--- src/hdl/io_pkg.sv ---
package io_pkg;

  // bus and pad widths
  localparam int GPIO_W = 16;
  localparam int DATA_W = 32;
  localparam int ADDR_W = 32;
  localparam int STRB_W = 4;

  // upper address bits of the io page
  localparam logic [23:0] IO_PAGE = 24'h030000;

  // gpio control registers
  localparam logic [7:0] OFS_GPIO_DAT  = 8'h00;
  localparam logic [7:0] OFS_GPIO_OEB  = 8'h04;
  localparam logic [7:0] OFS_GPIO_PU   = 8'h08;
  localparam logic [7:0] OFS_GPIO_PD   = 8'h0c;

  // housekeeping words, read only
  localparam logic [7:0] OFS_HK_CFG    = 8'h80;
  localparam logic [7:0] OFS_HK_ENA    = 8'h84;
  localparam logic [7:0] OFS_HK_PLL    = 8'h88;
  localparam logic [7:0] OFS_HK_MFGR   = 8'h8c;
  localparam logic [7:0] OFS_HK_PROD   = 8'h90;
  localparam logic [7:0] OFS_HK_MASK   = 8'h94;
  localparam logic [7:0] OFS_CLK_SEL   = 8'h98;

  // pad routing and irq source selection
  localparam logic [7:0] OFS_XTAL_DEST = 8'ha0;
  localparam logic [7:0] OFS_PLL_DEST  = 8'ha4;
  localparam logic [7:0] OFS_TRAP_DEST = 8'ha8;
  localparam logic [7:0] OFS_IRQ7_SRC  = 8'hb0;
  localparam logic [7:0] OFS_IRQ8_SRC  = 8'hb4;

  // code 0 leaves the pins as plain gpio
  localparam int SEL_W = 2;

  // first pin of each three-pin group
  localparam int XTAL_PIN_LO = 5;
  localparam int PLL_PIN_LO  = 8;
  localparam int TRAP_PIN_LO = 11;
  localparam int IRQ7_PIN_LO = 0;
  localparam int IRQ8_PIN_LO = 3;

  localparam int HK_CFG_W  = 8;
  localparam int HK_TRIM_W = 4;
  localparam int HK_MFGR_W = 12;
  localparam int HK_PROD_W = 8;
  localparam int HK_MASK_W = 4;

  localparam logic [GPIO_W-1:0] OEB_RESET = {GPIO_W{1'b1}};

  // bus slave controller states
  localparam logic [1:0] ST_IDLE   = 2'd0;
  localparam logic [1:0] ST_ACCESS = 2'd1;
  localparam logic [1:0] ST_ACK    = 2'd2;

endpackage

--- src/hdl/io_bus_slave.sv ---
`timescale 1ns/1ps

module io_bus_slave (
  input  logic                        clk_i,
  input  logic                        rst_n_i,
  input  logic                        bus_req_i,
  input  logic [io_pkg::ADDR_W-1:0]   bus_addr_i,
  input  logic [io_pkg::DATA_W-1:0]   bus_wdata_i,
  input  logic [io_pkg::STRB_W-1:0]   bus_wstrb_i,
  output logic                        bus_ack_o,
  output logic [io_pkg::DATA_W-1:0]   bus_rdata_o,
  output logic                        acc_o,
  output logic [7:0]                  ofs_o,
  output logic [io_pkg::DATA_W-1:0]   wdata_o,
  output logic [io_pkg::STRB_W-1:0]   wstrb_o,
  input  logic [io_pkg::DATA_W-1:0]   rdata_i
);

  import io_pkg::*;

  logic [1:0]        state_q;
  logic              ack_q;
  logic              page_hit_q;
  logic [7:0]        ofs_q;
  logic [DATA_W-1:0] wdata_q;
  logic [STRB_W-1:0] wstrb_q;
  logic [DATA_W-1:0] rdata_q;
  logic              start;
  logic              ack_set;

  // new request seen while idle, ack is always low here
  assign start   = (state_q == ST_IDLE) && bus_req_i;
  // first edge in the ack state, read word from the registers is ready
  assign ack_set = (state_q == ST_ACK) && !ack_q;

  always_ff @(posedge clk_i) begin
    if (!rst_n_i) begin
      state_q <= ST_IDLE;
      ack_q   <= 1'b0;
    end else begin
      case (state_q)
        ST_IDLE: begin
          if (bus_req_i) begin
            state_q <= ST_ACCESS;
          end
        end
        ST_ACCESS: begin
          state_q <= ST_ACK;
        end
        ST_ACK: begin
          if (!ack_q) begin
            ack_q <= 1'b1;
          end else if (!bus_req_i) begin
            // master let go, close the handshake
            ack_q   <= 1'b0;
            state_q <= ST_IDLE;
          end
        end
        default: begin
          state_q <= ST_IDLE;
        end
      endcase
    end
  end

  always_ff @(posedge clk_i) begin
    if (start) begin
      ofs_q      <= bus_addr_i[7:0];
      wdata_q    <= bus_wdata_i;
      wstrb_q    <= bus_wstrb_i;
      page_hit_q <= (bus_addr_i[ADDR_W-1:8] == IO_PAGE);
    end
    if (ack_set) begin
      // foreign page reads back as zero
      rdata_q <= page_hit_q ? rdata_i : '0;
    end
  end

  assign acc_o       = (state_q == ST_ACCESS) && page_hit_q;
  assign ofs_o       = ofs_q;
  assign wdata_o     = wdata_q;
  assign wstrb_o     = wstrb_q;
  assign bus_ack_o   = ack_q;
  assign bus_rdata_o = rdata_q;

  // ack only rises into a request that is still held
  ack_needs_req: assert property (@(posedge clk_i) disable iff (!rst_n_i)
    $rose(bus_ack_o) |-> bus_req_i);

  // exactly one register access per bus transfer
  acc_one_cycle: assert property (@(posedge clk_i) disable iff (!rst_n_i)
    acc_o |=> !acc_o);

endmodule

--- src/hdl/io_ctrl_regs.sv ---
`timescale 1ns/1ps

module io_ctrl_regs (
  input  logic                           clk_i,
  input  logic                           rst_n_i,
  input  logic                           acc_i,
  input  logic [7:0]                     ofs_i,
  input  logic [io_pkg::DATA_W-1:0]      wdata_i,
  input  logic [io_pkg::STRB_W-1:0]      wstrb_i,
  input  logic [io_pkg::GPIO_W-1:0]      gpio_in_i,
  input  logic [io_pkg::GPIO_W-1:0]      gpio_out_i,
  input  logic [io_pkg::HK_CFG_W-1:0]    hk_config_i,
  input  logic                           hk_xtal_ena_i,
  input  logic                           hk_reg_ena_i,
  input  logic                           hk_pll_cp_ena_i,
  input  logic                           hk_pll_vco_ena_i,
  input  logic                           hk_pll_bias_ena_i,
  input  logic [io_pkg::HK_TRIM_W-1:0]   hk_pll_trim_i,
  input  logic [io_pkg::HK_MFGR_W-1:0]   hk_mfgr_id_i,
  input  logic [io_pkg::HK_PROD_W-1:0]   hk_prod_id_i,
  input  logic [io_pkg::HK_MASK_W-1:0]   hk_mask_rev_i,
  input  logic                           clk_ext_sel_i,
  output logic [io_pkg::DATA_W-1:0]      rdata_o,
  output logic [io_pkg::GPIO_W-1:0]      gpio_dat_o,
  output logic [io_pkg::GPIO_W-1:0]      gpio_oeb_o,
  output logic [io_pkg::GPIO_W-1:0]      gpio_pu_o,
  output logic [io_pkg::GPIO_W-1:0]      gpio_pd_o,
  output logic [io_pkg::SEL_W-1:0]       xtal_dest_o,
  output logic [io_pkg::SEL_W-1:0]       pll_dest_o,
  output logic [io_pkg::SEL_W-1:0]       trap_dest_o,
  output logic [io_pkg::SEL_W-1:0]       irq7_src_o,
  output logic [io_pkg::SEL_W-1:0]       irq8_src_o
);

  import io_pkg::*;

  logic [GPIO_W-1:0]               dat_q;
  logic [GPIO_W-1:0]               oeb_q;
  logic [GPIO_W-1:0]               pu_q;
  logic [GPIO_W-1:0]               pd_q;
  logic [SEL_W-1:0]                xtal_q;
  logic [SEL_W-1:0]                pll_q;
  logic [SEL_W-1:0]                trap_q;
  logic [SEL_W-1:0]                irq7_q;
  logic [SEL_W-1:0]                irq8_q;
  logic [DATA_W-1:0]               rd_word;
  logic [DATA_W-1:0]               rdata_q;
  logic                            wr;
  logic                            wr_known;
  logic [4*GPIO_W+5*SEL_W-1:0]     ctl_state;

  // byte lanes 0 and 1 of a 16-bit gpio register
  function automatic logic [GPIO_W-1:0] lane_merge(input logic [GPIO_W-1:0] old,
                                                   input logic [DATA_W-1:0] data,
                                                   input logic [STRB_W-1:0] strb);
    logic [GPIO_W-1:0] res;
    res = old;
    if (strb[0]) begin
      res[7:0] = data[7:0];
    end
    if (strb[1]) begin
      res[15:8] = data[15:8];
    end
    return res;
  endfunction

  assign wr = acc_i && (wstrb_i != '0);

  always_ff @(posedge clk_i) begin
    if (!rst_n_i) begin
      dat_q  <= '0;
      oeb_q  <= OEB_RESET;
      pu_q   <= '0;
      pd_q   <= '0;
      xtal_q <= '0;
      pll_q  <= '0;
      trap_q <= '0;
      irq7_q <= '0;
      irq8_q <= '0;
    end else if (wr) begin
      case (ofs_i)
        OFS_GPIO_DAT:  dat_q <= lane_merge(dat_q, wdata_i, wstrb_i);
        OFS_GPIO_OEB:  oeb_q <= lane_merge(oeb_q, wdata_i, wstrb_i);
        OFS_GPIO_PU:   pu_q  <= lane_merge(pu_q, wdata_i, wstrb_i);
        OFS_GPIO_PD:   pd_q  <= lane_merge(pd_q, wdata_i, wstrb_i);
        // route codes sit in lane 0 only
        OFS_XTAL_DEST: if (wstrb_i[0]) xtal_q <= wdata_i[SEL_W-1:0];
        OFS_PLL_DEST:  if (wstrb_i[0]) pll_q  <= wdata_i[SEL_W-1:0];
        OFS_TRAP_DEST: if (wstrb_i[0]) trap_q <= wdata_i[SEL_W-1:0];
        OFS_IRQ7_SRC:  if (wstrb_i[0]) irq7_q <= wdata_i[SEL_W-1:0];
        OFS_IRQ8_SRC:  if (wstrb_i[0]) irq8_q <= wdata_i[SEL_W-1:0];
        default: ;
      endcase
    end
  end

  // read word built from the contents before this access
  always_comb begin
    case (ofs_i)
      OFS_GPIO_DAT:  rd_word = {gpio_out_i, gpio_in_i};
      OFS_GPIO_OEB:  rd_word = DATA_W'(oeb_q);
      OFS_GPIO_PU:   rd_word = DATA_W'(pu_q);
      OFS_GPIO_PD:   rd_word = DATA_W'(pd_q);
      OFS_HK_CFG:    rd_word = DATA_W'(hk_config_i);
      OFS_HK_ENA:    rd_word = DATA_W'({hk_xtal_ena_i, hk_reg_ena_i});
      OFS_HK_PLL:    rd_word = DATA_W'({hk_pll_trim_i, hk_pll_cp_ena_i,
                                        hk_pll_vco_ena_i, hk_pll_bias_ena_i});
      OFS_HK_MFGR:   rd_word = DATA_W'(hk_mfgr_id_i);
      OFS_HK_PROD:   rd_word = DATA_W'(hk_prod_id_i);
      OFS_HK_MASK:   rd_word = DATA_W'(hk_mask_rev_i);
      OFS_CLK_SEL:   rd_word = DATA_W'(clk_ext_sel_i);
      OFS_XTAL_DEST: rd_word = DATA_W'(xtal_q);
      OFS_PLL_DEST:  rd_word = DATA_W'(pll_q);
      OFS_TRAP_DEST: rd_word = DATA_W'(trap_q);
      OFS_IRQ7_SRC:  rd_word = DATA_W'(irq7_q);
      OFS_IRQ8_SRC:  rd_word = DATA_W'(irq8_q);
      default:       rd_word = '0;
    endcase
  end

  always_ff @(posedge clk_i) begin
    if (acc_i) begin
      rdata_q <= rd_word;
    end
  end

  assign rdata_o     = rdata_q;
  assign gpio_dat_o  = dat_q;
  assign gpio_oeb_o  = oeb_q;
  assign gpio_pu_o   = pu_q;
  assign gpio_pd_o   = pd_q;
  assign xtal_dest_o = xtal_q;
  assign pll_dest_o  = pll_q;
  assign trap_dest_o = trap_q;
  assign irq7_src_o  = irq7_q;
  assign irq8_src_o  = irq8_q;

  assign wr_known = ofs_i inside {OFS_GPIO_DAT, OFS_GPIO_OEB, OFS_GPIO_PU, OFS_GPIO_PD,
                                  OFS_XTAL_DEST, OFS_PLL_DEST, OFS_TRAP_DEST,
                                  OFS_IRQ7_SRC, OFS_IRQ8_SRC};
  assign ctl_state = {dat_q, oeb_q, pu_q, pd_q, xtal_q, pll_q, trap_q, irq7_q, irq8_q};

  // writes to housekeeping or holes leave all control state alone
  wr_only_known: assert property (@(posedge clk_i) disable iff (!rst_n_i)
    (wr && !wr_known) |=> $stable(ctl_state));

endmodule

--- src/hdl/pin_route_mux.sv ---
`timescale 1ns/1ps

module pin_route_mux (
  input  logic                        rst_n_i,
  input  logic                        clk_i,
  input  logic                        xtal_in_i,
  input  logic                        clk_pll_i,
  input  logic                        trap_i,
  input  logic [io_pkg::GPIO_W-1:0]   gpio_in_i,
  input  logic [io_pkg::GPIO_W-1:0]   gpio_dat_i,
  input  logic [io_pkg::GPIO_W-1:0]   gpio_oeb_i,
  input  logic [io_pkg::GPIO_W-1:0]   gpio_pu_i,
  input  logic [io_pkg::GPIO_W-1:0]   gpio_pd_i,
  input  logic [io_pkg::SEL_W-1:0]    xtal_dest_i,
  input  logic [io_pkg::SEL_W-1:0]    pll_dest_i,
  input  logic [io_pkg::SEL_W-1:0]    trap_dest_i,
  input  logic [io_pkg::SEL_W-1:0]    irq7_src_i,
  input  logic [io_pkg::SEL_W-1:0]    irq8_src_i,
  output logic [io_pkg::GPIO_W-1:0]   gpio_out_o,
  output logic [io_pkg::GPIO_W-1:0]   gpio_outenb_o,
  output logic [io_pkg::GPIO_W-1:0]   gpio_pullupb_o,
  output logic [io_pkg::GPIO_W-1:0]   gpio_pulldownb_o,
  output logic                        irq7_o,
  output logic                        irq8_o
);

  import io_pkg::*;

  logic [GPIO_W-1:0] grp_en;
  logic [GPIO_W-1:0] pin_sel;
  logic [GPIO_W-1:0] pin_val;

  // one-hot pin of a three-pin group, code 0 picks none
  function automatic logic [2:0] pin_mask(input logic [SEL_W-1:0] code);
    case (code)
      2'd1:    return 3'b001;
      2'd2:    return 3'b010;
      2'd3:    return 3'b100;
      default: return 3'b000;
    endcase
  endfunction

  function automatic logic pick3(input logic [2:0] src, input logic [SEL_W-1:0] code);
    return |(src & pin_mask(code));
  endfunction

  always_comb begin
    grp_en  = '0;
    pin_sel = '0;
    pin_val = '0;

    grp_en[XTAL_PIN_LO +: 3]  = {3{xtal_dest_i != '0}};
    pin_sel[XTAL_PIN_LO +: 3] = pin_mask(xtal_dest_i);
    pin_val[XTAL_PIN_LO +: 3] = {3{xtal_in_i}};

    // pll group only drives its first two pins, code 3 just claims the group
    grp_en[PLL_PIN_LO +: 3]   = {3{pll_dest_i != '0}};
    pin_sel[PLL_PIN_LO +: 3]  = pin_mask(pll_dest_i) & 3'b011;
    pin_val[PLL_PIN_LO +: 3]  = {1'b0, clk_i, clk_pll_i};

    grp_en[TRAP_PIN_LO +: 3]  = {3{trap_dest_i != '0}};
    pin_sel[TRAP_PIN_LO +: 3] = pin_mask(trap_dest_i);
    pin_val[TRAP_PIN_LO +: 3] = {3{trap_i}};
  end

  assign gpio_out_o       = (gpio_dat_i & ~pin_sel) | (pin_val & pin_sel);
  // pads stay tristated while in reset
  assign gpio_outenb_o    = {GPIO_W{~rst_n_i}} | (gpio_oeb_i & ~grp_en);
  assign gpio_pullupb_o   = gpio_pu_i | grp_en;
  assign gpio_pulldownb_o = gpio_pd_i | grp_en;

  assign irq7_o = pick3(gpio_in_i[IRQ7_PIN_LO +: 3], irq7_src_i);
  assign irq8_o = pick3(gpio_in_i[IRQ8_PIN_LO +: 3], irq8_src_i);

endmodule

--- src/hdl/io_subsys_top.sv ---
`timescale 1ns/1ps

module io_subsys_top (
  input  logic                           clk_i,
  input  logic                           rst_n_i,
  input  logic                           bus_req_i,
  input  logic [io_pkg::ADDR_W-1:0]      bus_addr_i,
  input  logic [io_pkg::DATA_W-1:0]      bus_wdata_i,
  input  logic [io_pkg::STRB_W-1:0]      bus_wstrb_i,
  output logic                           bus_ack_o,
  output logic [io_pkg::DATA_W-1:0]      bus_rdata_o,
  input  logic                           xtal_in_i,
  input  logic                           clk_pll_i,
  input  logic                           trap_i,
  input  logic                           clk_ext_sel_i,
  input  logic [io_pkg::HK_CFG_W-1:0]    hk_config_i,
  input  logic                           hk_xtal_ena_i,
  input  logic                           hk_reg_ena_i,
  input  logic                           hk_pll_cp_ena_i,
  input  logic                           hk_pll_vco_ena_i,
  input  logic                           hk_pll_bias_ena_i,
  input  logic [io_pkg::HK_TRIM_W-1:0]   hk_pll_trim_i,
  input  logic [io_pkg::HK_MFGR_W-1:0]   hk_mfgr_id_i,
  input  logic [io_pkg::HK_PROD_W-1:0]   hk_prod_id_i,
  input  logic [io_pkg::HK_MASK_W-1:0]   hk_mask_rev_i,
  input  logic [io_pkg::GPIO_W-1:0]      gpio_in_i,
  output logic [io_pkg::GPIO_W-1:0]      gpio_out_o,
  output logic [io_pkg::GPIO_W-1:0]      gpio_outenb_o,
  output logic [io_pkg::GPIO_W-1:0]      gpio_pullupb_o,
  output logic [io_pkg::GPIO_W-1:0]      gpio_pulldownb_o,
  output logic                           irq7_o,
  output logic                           irq8_o
);

  import io_pkg::*;

  // bus slave to register block
  logic              acc;
  logic [7:0]        ofs;
  logic [DATA_W-1:0] wdata;
  logic [STRB_W-1:0] wstrb;
  logic [DATA_W-1:0] rdata;

  // register values into the pad mux
  logic [GPIO_W-1:0] gpio_dat;
  logic [GPIO_W-1:0] gpio_oeb;
  logic [GPIO_W-1:0] gpio_pu;
  logic [GPIO_W-1:0] gpio_pd;
  logic [SEL_W-1:0]  xtal_dest;
  logic [SEL_W-1:0]  pll_dest;
  logic [SEL_W-1:0]  trap_dest;
  logic [SEL_W-1:0]  irq7_src;
  logic [SEL_W-1:0]  irq8_src;

  io_bus_slave u_bus_slave (
    .clk_i       (clk_i),
    .rst_n_i     (rst_n_i),
    .bus_req_i   (bus_req_i),
    .bus_addr_i  (bus_addr_i),
    .bus_wdata_i (bus_wdata_i),
    .bus_wstrb_i (bus_wstrb_i),
    .bus_ack_o   (bus_ack_o),
    .bus_rdata_o (bus_rdata_o),
    .acc_o       (acc),
    .ofs_o       (ofs),
    .wdata_o     (wdata),
    .wstrb_o     (wstrb),
    .rdata_i     (rdata)
  );

  io_ctrl_regs u_ctrl_regs (
    .clk_i             (clk_i),
    .rst_n_i           (rst_n_i),
    .acc_i             (acc),
    .ofs_i             (ofs),
    .wdata_i           (wdata),
    .wstrb_i           (wstrb),
    .gpio_in_i         (gpio_in_i),
    .gpio_out_i        (gpio_out_o),
    .hk_config_i       (hk_config_i),
    .hk_xtal_ena_i     (hk_xtal_ena_i),
    .hk_reg_ena_i      (hk_reg_ena_i),
    .hk_pll_cp_ena_i   (hk_pll_cp_ena_i),
    .hk_pll_vco_ena_i  (hk_pll_vco_ena_i),
    .hk_pll_bias_ena_i (hk_pll_bias_ena_i),
    .hk_pll_trim_i     (hk_pll_trim_i),
    .hk_mfgr_id_i      (hk_mfgr_id_i),
    .hk_prod_id_i      (hk_prod_id_i),
    .hk_mask_rev_i     (hk_mask_rev_i),
    .clk_ext_sel_i     (clk_ext_sel_i),
    .rdata_o           (rdata),
    .gpio_dat_o        (gpio_dat),
    .gpio_oeb_o        (gpio_oeb),
    .gpio_pu_o         (gpio_pu),
    .gpio_pd_o         (gpio_pd),
    .xtal_dest_o       (xtal_dest),
    .pll_dest_o        (pll_dest),
    .trap_dest_o       (trap_dest),
    .irq7_src_o        (irq7_src),
    .irq8_src_o        (irq8_src)
  );

  pin_route_mux u_route_mux (
    .rst_n_i          (rst_n_i),
    .clk_i            (clk_i),
    .xtal_in_i        (xtal_in_i),
    .clk_pll_i        (clk_pll_i),
    .trap_i           (trap_i),
    .gpio_in_i        (gpio_in_i),
    .gpio_dat_i       (gpio_dat),
    .gpio_oeb_i       (gpio_oeb),
    .gpio_pu_i        (gpio_pu),
    .gpio_pd_i        (gpio_pd),
    .xtal_dest_i      (xtal_dest),
    .pll_dest_i       (pll_dest),
    .trap_dest_i      (trap_dest),
    .irq7_src_i       (irq7_src),
    .irq8_src_i       (irq8_src),
    .gpio_out_o       (gpio_out_o),
    .gpio_outenb_o    (gpio_outenb_o),
    .gpio_pullupb_o   (gpio_pullupb_o),
    .gpio_pulldownb_o (gpio_pulldownb_o),
    .irq7_o           (irq7_o),
    .irq8_o           (irq8_o)
  );

endmodule

--- config.mk ---
export PLATFORM = sky130hd
export DESIGN_NAME = io_subsys_top
export DESIGN_NICKNAME = d
export VERILOG_FILES = /design/src/hdl/io_pkg.sv /design/src/hdl/io_bus_slave.sv /design/src/hdl/io_ctrl_regs.sv /design/src/hdl/pin_route_mux.sv /design/src/hdl/io_subsys_top.sv
export SDC_FILE = /design/constraint.sdc
export NUM_CORES = 1
export LEC_CHECK = 0
export BUFFER_PORTS_ARGS = -buffer_cell sky130_fd_sc_hd__buf_2
export CORE_MARGIN = 5
export CORE_UTILIZATION = 47
export DETAILED_ROUTE_END_ITERATION = 6
export HOLD_SLACK_MARGIN = 0.05
export PLACE_DENSITY = 0.77
export SLEW_MARGIN = 30
export SYNTH_ARGS = -nofsm -noshare
export SYNTH_HDL_FRONTEND = slang
export SYNTH_SLANG_ARGS = --single-unit
--- constraint.sdc ---
create_clock -name clk_i -period 2.97 [get_ports clk_i]
set_clock_uncertainty 0.2 [all_clocks]
set_input_delay 0.1485 -clock clk_i [delete_from_list [all_inputs] [get_ports clk_i]]
set_output_delay 0.1485 -clock clk_i [all_outputs]
set_load 0.005 [all_outputs]
# == After elaboration in Yosys (flattened, before gate mapping) ==
# Cells that the tools add are included.
# word_totals
register_bits,170
input_bits,132
out_inout_bits,99
# classes
n_eq_ne,36
muxes,12
bitwise_logic,12
reduce_logical,27
# op_table
cell,count
$pmux W32 S16,1
$eq A8 B8 Y1 const B,12
$reduce_and A3 Y1,14
$pmux W3 S3,4
$and A16 B16 Y16,2
$not A14 Y16,2
$or A16 B14 Y16,2
$or A16 B16 Y16,2
$eq A24 B18 Y1 const B,1
$eq A2 B2 Y1 const B,11
$eq A8 B4 Y1 const B,2
$and A14 B14 Y14,1
$eq A2 B1 Y1 const B,6
$pmux W2 S3,2
$eq A8 B3 Y1 const B,1
$logic_not A8 Y1,1
$and A3 B3 Y3,2
$mux W2,3
$reduce_bool A2 Y1,3
$reduce_or A3 Y1,2
$logic_and A1 B1 Y1,4
$ne A2 B2 Y1 const B,2
$reduce_bool A4 Y1,1
$logic_not A2 Y1,1
4 further kinds,5

# == Depth between registers and ports, before layout ==
# Gate-level depths: netlist (run 1).
# depth
word_depth,6
ltp_mapped,8
mapped_depth_nobuf,5

# == By module ==
# Synthesis (run 1) repeated with hierarchy kept, for this count alone.
# hier_totals
cells_unflattened,736
area_unflattened_um2,8441.8
# modules_own_cells
module,instances,cells_per_inst,area_each_um2,seq_area_each_um2
io_ctrl_regs,1,508,5106.1,2442.3
io_bus_slave,1,137,2730.1,2372.3
pin_route_mux,1,91,605.6,0.0

==> metrics, run 1 <==
Clk pwr share 0.465; startpoint class of the critical path clock port; dominant synthesized flop cell edfxtp_1; CTS tree built; syn nets 832; Synth top area share 0.348; Post-synth EDFFs 91; max cap viols 0; gr usage total 0.242; top cells by area, synth edfxtp_1 35%, dfxtp_1 20%, mux2i_1 6.0%; multi-input logic area 3240 um^2; Inserted Diodes 0; Setup TNS Final 0 ps; I/O Buffers 212; ys async rst share 0; # fillers 1294; kind of critical path clock port to output port; Synth cell types 58; drt via density 5.33; Relative slew margins 0.459; nets 1107; Commonest cells post-synth 91 x edfxtp_1, 86 x nand2_1, 77 x dfxtp_1; RSZ-0062 raised after global routing no; Die H 139 um; global route overflow 0; # setup viols final 0; crit path capture type output port; worst-margin pin slew 812 ps; worst min path class input pin to flop; dpl hpwl 16200 um; WP data arrival 2510 ps; Total Power 5.61 mW; initial antenna violation count 0; initial core utilization 0.476; Core Footprint 16500 um^2; DIE AREA 19400 um^2; CP max stage cell mux2_4; Sw Ratio 0.215; WP data required 2620 ps; synth warn 0; crit-path most repeated cell clkbuf_16; via count 6442; die width 139 um; layout cell share with drive strength beyond 1 0.322; first-pass GRT wire length 36500 um; Tcrit/Tclk final 0.963; fmax 352 MHz; NetSw 1.21 mW; minimum clock period 2860 ps; Leak 4.33 nW; Post-route DRC 0; #FFs+latches synth 168; max incr delay on CP 260 ps; I/O pin total 231; Fin. Hold Viols 0; # rows 47; Seq. cell area 4270 um^2; sequential share of the synthesized area 0.544; Gate power share 0.074; final number of max-transition violations 0; clock slew at reported path FFs 60 ps; P per Cell Area 528 nW/um^2; pin count of the biggest net entering global routing 51; count leader, synth edfxtp_1; P_int 4.40 mW; clk_lat worst skew 530 ps; Syn Inst Count 700; synth-to-layout area growth 35.0%; routed wire length 23300 um; sequential share of power 0.461; Netlist Area Pre-Place 7860 um^2; Max FO, Critical Path 2; vias in the first global route 6604; Iteration-0 DRC Markers 470; Mean Syn Cell Area 11.2 um^2; last weighted congestion value of the routability-driven placer 0.926; Synth area leader edfxtp_1; CP Cell Sequence clkbuf_16 -> clkbuf_16 -> clkbuf_16 -> clkbuf_16 -> clkbuf_16 -> mux2_4 -> buf_6; DR pass1 iterations 5; Post-DRT Antenna Nets 0; worst vdd ir 0.356 mV; WL/cell 19.2 um; status complete, no violations
-- repair_timing --
| action | CTS | global route |
|---|---|---|
| pin swaps | 0 | 0 |
| hold buffers | 75 | 0 |
| gates resized for setup | 2 | 1 |
| buffers inserted | 1 | 4 |
| endpoints found under the hold margin | 62 | 0 |
| endpoints found under the setup margin | 1 | 2 |
-- final timing paths --
check	startpoint	end	slack, ps	cells past startpoint
worst max-delay path	clk_i	gpio_out_o[9]	110	7
worst min-delay path	gpio_in_i[10]	u_ctrl_regs.rdata_o[10]$_DFFE_PP_	90	3
worst max register to register	u_bus_slave.ofs_o[4]$_DFFE_PP_	u_ctrl_regs.rdata_o[0]$_DFFE_PP_	130	6
worst min register to register	u_ctrl_regs.gpio_dat_o[7]$_SDFFE_PN0P_	u_ctrl_regs.gpio_dat_o[7]$_SDFFE_PN0P_	280	2
-- cell families (layout without fill, tap and decap cells) --
group           count (synthesis)  in the layout  share of synthesized area
simple gates                  292            292                      0.220
flops                         168            168                      0.544
compound gates                106            106                     0.0928
mux                            67             67                     0.0971
buf+inv                        67            356                     0.0466
-- cells in the final DEF, fill, tap and decap left out, types with 6 or more instances in the layout --
cell and n:
buf_2 211, edfxtp_1 91, nand2_1 86, dfxtp_1 77
dlygate4sd3_1 75, nor2b_1 51, mux2i_1 47, and2_1 34
buf_4 26, nand3_1 24, a21boi_1 24, clkbuf_16 24
a22oi_1 20, or3_1 19, o21ai_1 17, nor2_1 16
mux2_2 12, a21oi_1 10, nand2b_1 10, and3_1 9
o21ai_0 9, mux4_2 6, nor4_1 6
-- per-stage QoR --
| step | hold slack [ps] | area (um^2) | utilization | instances | worst slack (ps) |
|---|---|---|---|---|---|
| after floorplan | 47.4 | 7860 | - | 700 | 46.7 |
| after global placement | 125 | 9040 | 0.547 | 1089 | 489 |
| after detailed placement | 127 | 9040 | 0.547 | 1089 | 496 |
| after CTS | 52.5 | 10600 | 0.640 | 1205 | 46.8 |
| after global routing | 77.8 | 10600 | 0.642 | 1209 | 59.8 |
| final | 86.6 | 10600 | 0.642 | 1209 | 110 |
-- registers in the layout, summed over array words and instances (netlist names) --
name / cells
u_ctrl_regs.gpio_oeb_o: 16
u_bus_slave.state_q: 2
u_bus_slave.page_hit_q: 1
u_ctrl_regs.irq7_src_o: 2
u_ctrl_regs.rdata_o: 32
u_ctrl_regs.trap_dest_o: 2
u_ctrl_regs.gpio_pd_o: 16
u_bus_slave.wdata_o: 16
u_bus_slave.wstrb_o: 2
u_bus_slave.bus_ack_o: 1
u_bus_slave.ofs_o: 8
u_ctrl_regs.pll_dest_o: 2
u_ctrl_regs.xtal_dest_o: 2
u_ctrl_regs.gpio_dat_o: 16
u_bus_slave.bus_rdata_o: 32
u_ctrl_regs.gpio_pu_o: 16
u_ctrl_regs.irq8_src_o: 2
-- power groups by stage --
stage                     clock network, mW  registers, mW  logic, mW
after floorplan                    0.000228           2.60      0.179
after global placement             0.000231           2.63      0.324
after detailed placement           0.000231           2.63      0.325
after CTS                              2.65           2.58      0.398
after global routing                   2.77           2.59      0.443
final                                  2.61           2.58      0.414
-- worst max-delay path, delay by kind of cell --
family,cells,cell delay [ps]
multiplexers,1,260
buffers and inverters,6,760
-- per-layer routing --
| layer | track usage | up-vias | wire [um] |
|---|---|---|---|
| met3 | 0.0559 | 63 | 1610 |
| met1 | 0.317 | 3021 | 9830 |
| li1 | - | 3063 | - |
| met5 | 0 | - | 0 |
| met2 | 0.382 | 295 | 11100 |
| met4 | 0.114 | 0 | 744 |
-- area by class of cell --
cell class              instances  area share
inverters                       1    0.000354
multi-input cells             465       0.305
repair buffers                313       0.192
flip-flops and latches        168       0.403
clock inverters                11      0.0139
well taps                     220      0.0259
clock buffers                  31      0.0601
Power figures use the tool's default switching activity.
==> run 2: changes to the inputs <==
CELL_PAD_IN_SITES_DETAIL_PLACEMENT = 0   (was default)
CELL_PAD_IN_SITES_GLOBAL_PLACEMENT = 1   (was default)
CORE_UTILIZATION = 36   (was 47)
PLACE_DENSITY = 0.87   (was 0.77)
==> metrics, run 2 (synthesis results as in run 1) <==
Max FO, Critical Path 2 (unchanged); first-pass GRT wire length 36400 um (-0.27%); # fillers 1960 (+51%); I/O Buffers 212 (unchanged); gr usage total 0.195 (-0.0469); max cap viols 0 (unchanged); status complete, no violations; nets 1111 (+0.36%); dpl hpwl 17200 um (+6.4%); global route overflow 0 (unchanged); hold_sp gpio_in_i[8]; Die H 158 um (+13%); Relative slew margins 0.549 (+0.0902); commonest non-fill, non-tap cell in the layout buf_2; multi-input logic area 3240 um^2 (about the same); grt met1 use 0.256 (-0.0608); last weighted congestion value of the routability-driven placer 0.941 (+1.6%); vias in the first global route 6465 (-2.1%); synth-to-layout area growth 35.8%; pre-CTS setup slack 331 ps (-165 ps); Final Instance Area 10700 um^2 (+0.65%); worst setup path startpoint clk_i; # rows 54 (+15%); Post-DRT Antenna Nets 0 (unchanged); clock slew at reported path FFs 60 ps (about the same); Inserted Diodes 0 (unchanged); layout cell share with drive strength beyond 1 0.323 (+0.00173); R2R Path Start u_bus_slave.ofs_o[4]$_DFFE_PP_; GR Util met3 0.0533 (-0.00261); RSZ-0062 raised after global routing no; commonest cells after routing, fill and taps aside 211 x buf_2, 91 x edfxtp_1, 85 x nand2_1, 81 x dlygate4sd3_1, 77 x dfxtp_1; P per Cell Area 513 nW/um^2 (-2.9%); drt via density 5.00 (-6.2%); initial core utilization 0.362 (-0.113); Fin. Hold Viols 0 (unchanged); kind of critical path clock port to output port; met2 Track Usage GR 0.300 (-0.0822); routed wire length 23900 um (+2.8%); I/O pin total 231 (unchanged); WP data required 2620 ps (about the same); Iteration-0 DRC Markers 445 (-5.3%); Setup TNS Final 0 ps (unchanged); global route hottest layer met2; worst-margin pin slew 671 ps (-140 ps); crit path capture type output port; DR pass1 iterations 5 (unchanged); placed inst area 9090 um^2 (+0.55%); worst vdd ir 0.363 mV (+2.0%); Core Footprint 21700 um^2 (+31%); pin count of the biggest net entering global routing 54 (+5.9%); Post-route DRC 0 (unchanged); worst min path class input pin to flop; initial antenna violation count 0 (unchanged); # setup viols final 0 (unchanged); final number of max-transition violations 0 (unchanged); Setup WS post-layout 93.5 ps (-16.1 ps); clk_lat worst skew 540 ps (about the same); die width 158 um (+13%); CTS tree built; WP data arrival 2530 ps (+20 ps); startpoint class of the critical path clock port; Core Util, Final 0.492 (-0.150); Seq. cell area 4270 um^2 (unchanged); DIE AREA 24900 um^2 (+28%); via count 6365 (-1.2%); Leak 4.34 nW (about the same); WL/cell 18.8 um (-2.4%)
run 2: cell types whose count changed in the layout (fill, tap and decap cells not counted), sizes merged:
cell,change
buf,-2
bufinv,-3
clkbuf,-2
clkinv,+3
dlygate4sd3,+6
inv,+2
run 2: critical path, stage by stage:
cell and delay (ps):
clkbuf_16 120, clkbuf_16 140, clkbuf_16 140, clkbuf_16 130
clkbuf_16 130, mux2_4 260, buf_6 120
run 2: through the flow:
stage | power, mW | std cells | hold slack [ps]
2_1_floorplan | 2.78 | 700 | 47.4
3_3_place_gp | 2.96 | 1149 | 126
3_5_place_dp | 2.96 | 1149 | 127
4_1_cts | 5.53 | 1271 | 56.7
5_1_grt | 5.68 | 1273 | 60.6
6_report | 5.48 | 1273 | 77.2
run 2: what timing repair did:
item                                    CTS  global route
gates resized for setup                   3             2
hold buffers                             81             0
setup buffers                             1             2
hold endpoints to repair                127             0
endpoints found under the setup margin    1             7
run 2: layout make-up:
cell class                      instances  area share
Clock buffer                           29      0.0609
Clock inverter                         13     0.00879
Inverter                                1    0.000351
Multi-Input combinational cell        465       0.303
Sequential cell                       168       0.400
Tap cell                              280      0.0328
Timing Repair Buffer                  317       0.194
run 2: final timing paths:
kind                            slack, ps  cells after the start                                      to
worst min-delay path                   80                      3        u_ctrl_regs.rdata_o[8]$_DFFE_PP_
worst min register to register        280                      2  u_ctrl_regs.gpio_dat_o[6]$_SDFFE_PN0P_
worst max register to register        120                      7        u_ctrl_regs.rdata_o[6]$_DFFE_PP_
worst max-delay path                   90                      7                           gpio_out_o[9]
run 2: per-layer routing:
metal / up-vias / routed length (um)
met2: 289 / 10900
met1: 2958 / 10500
li1: 3059 / -
met4: 0 / 672
met3: 59 / 1780
met5: - / 0
run 2: power breakdown:
group	internal (mW)	total [mW]	leakage, nW	switching (mW)
registers	2.51	2.58	1.48	0.0643
clock network	1.46	2.48	0.368	1.02
logic	0.222	0.422	2.49	0.199
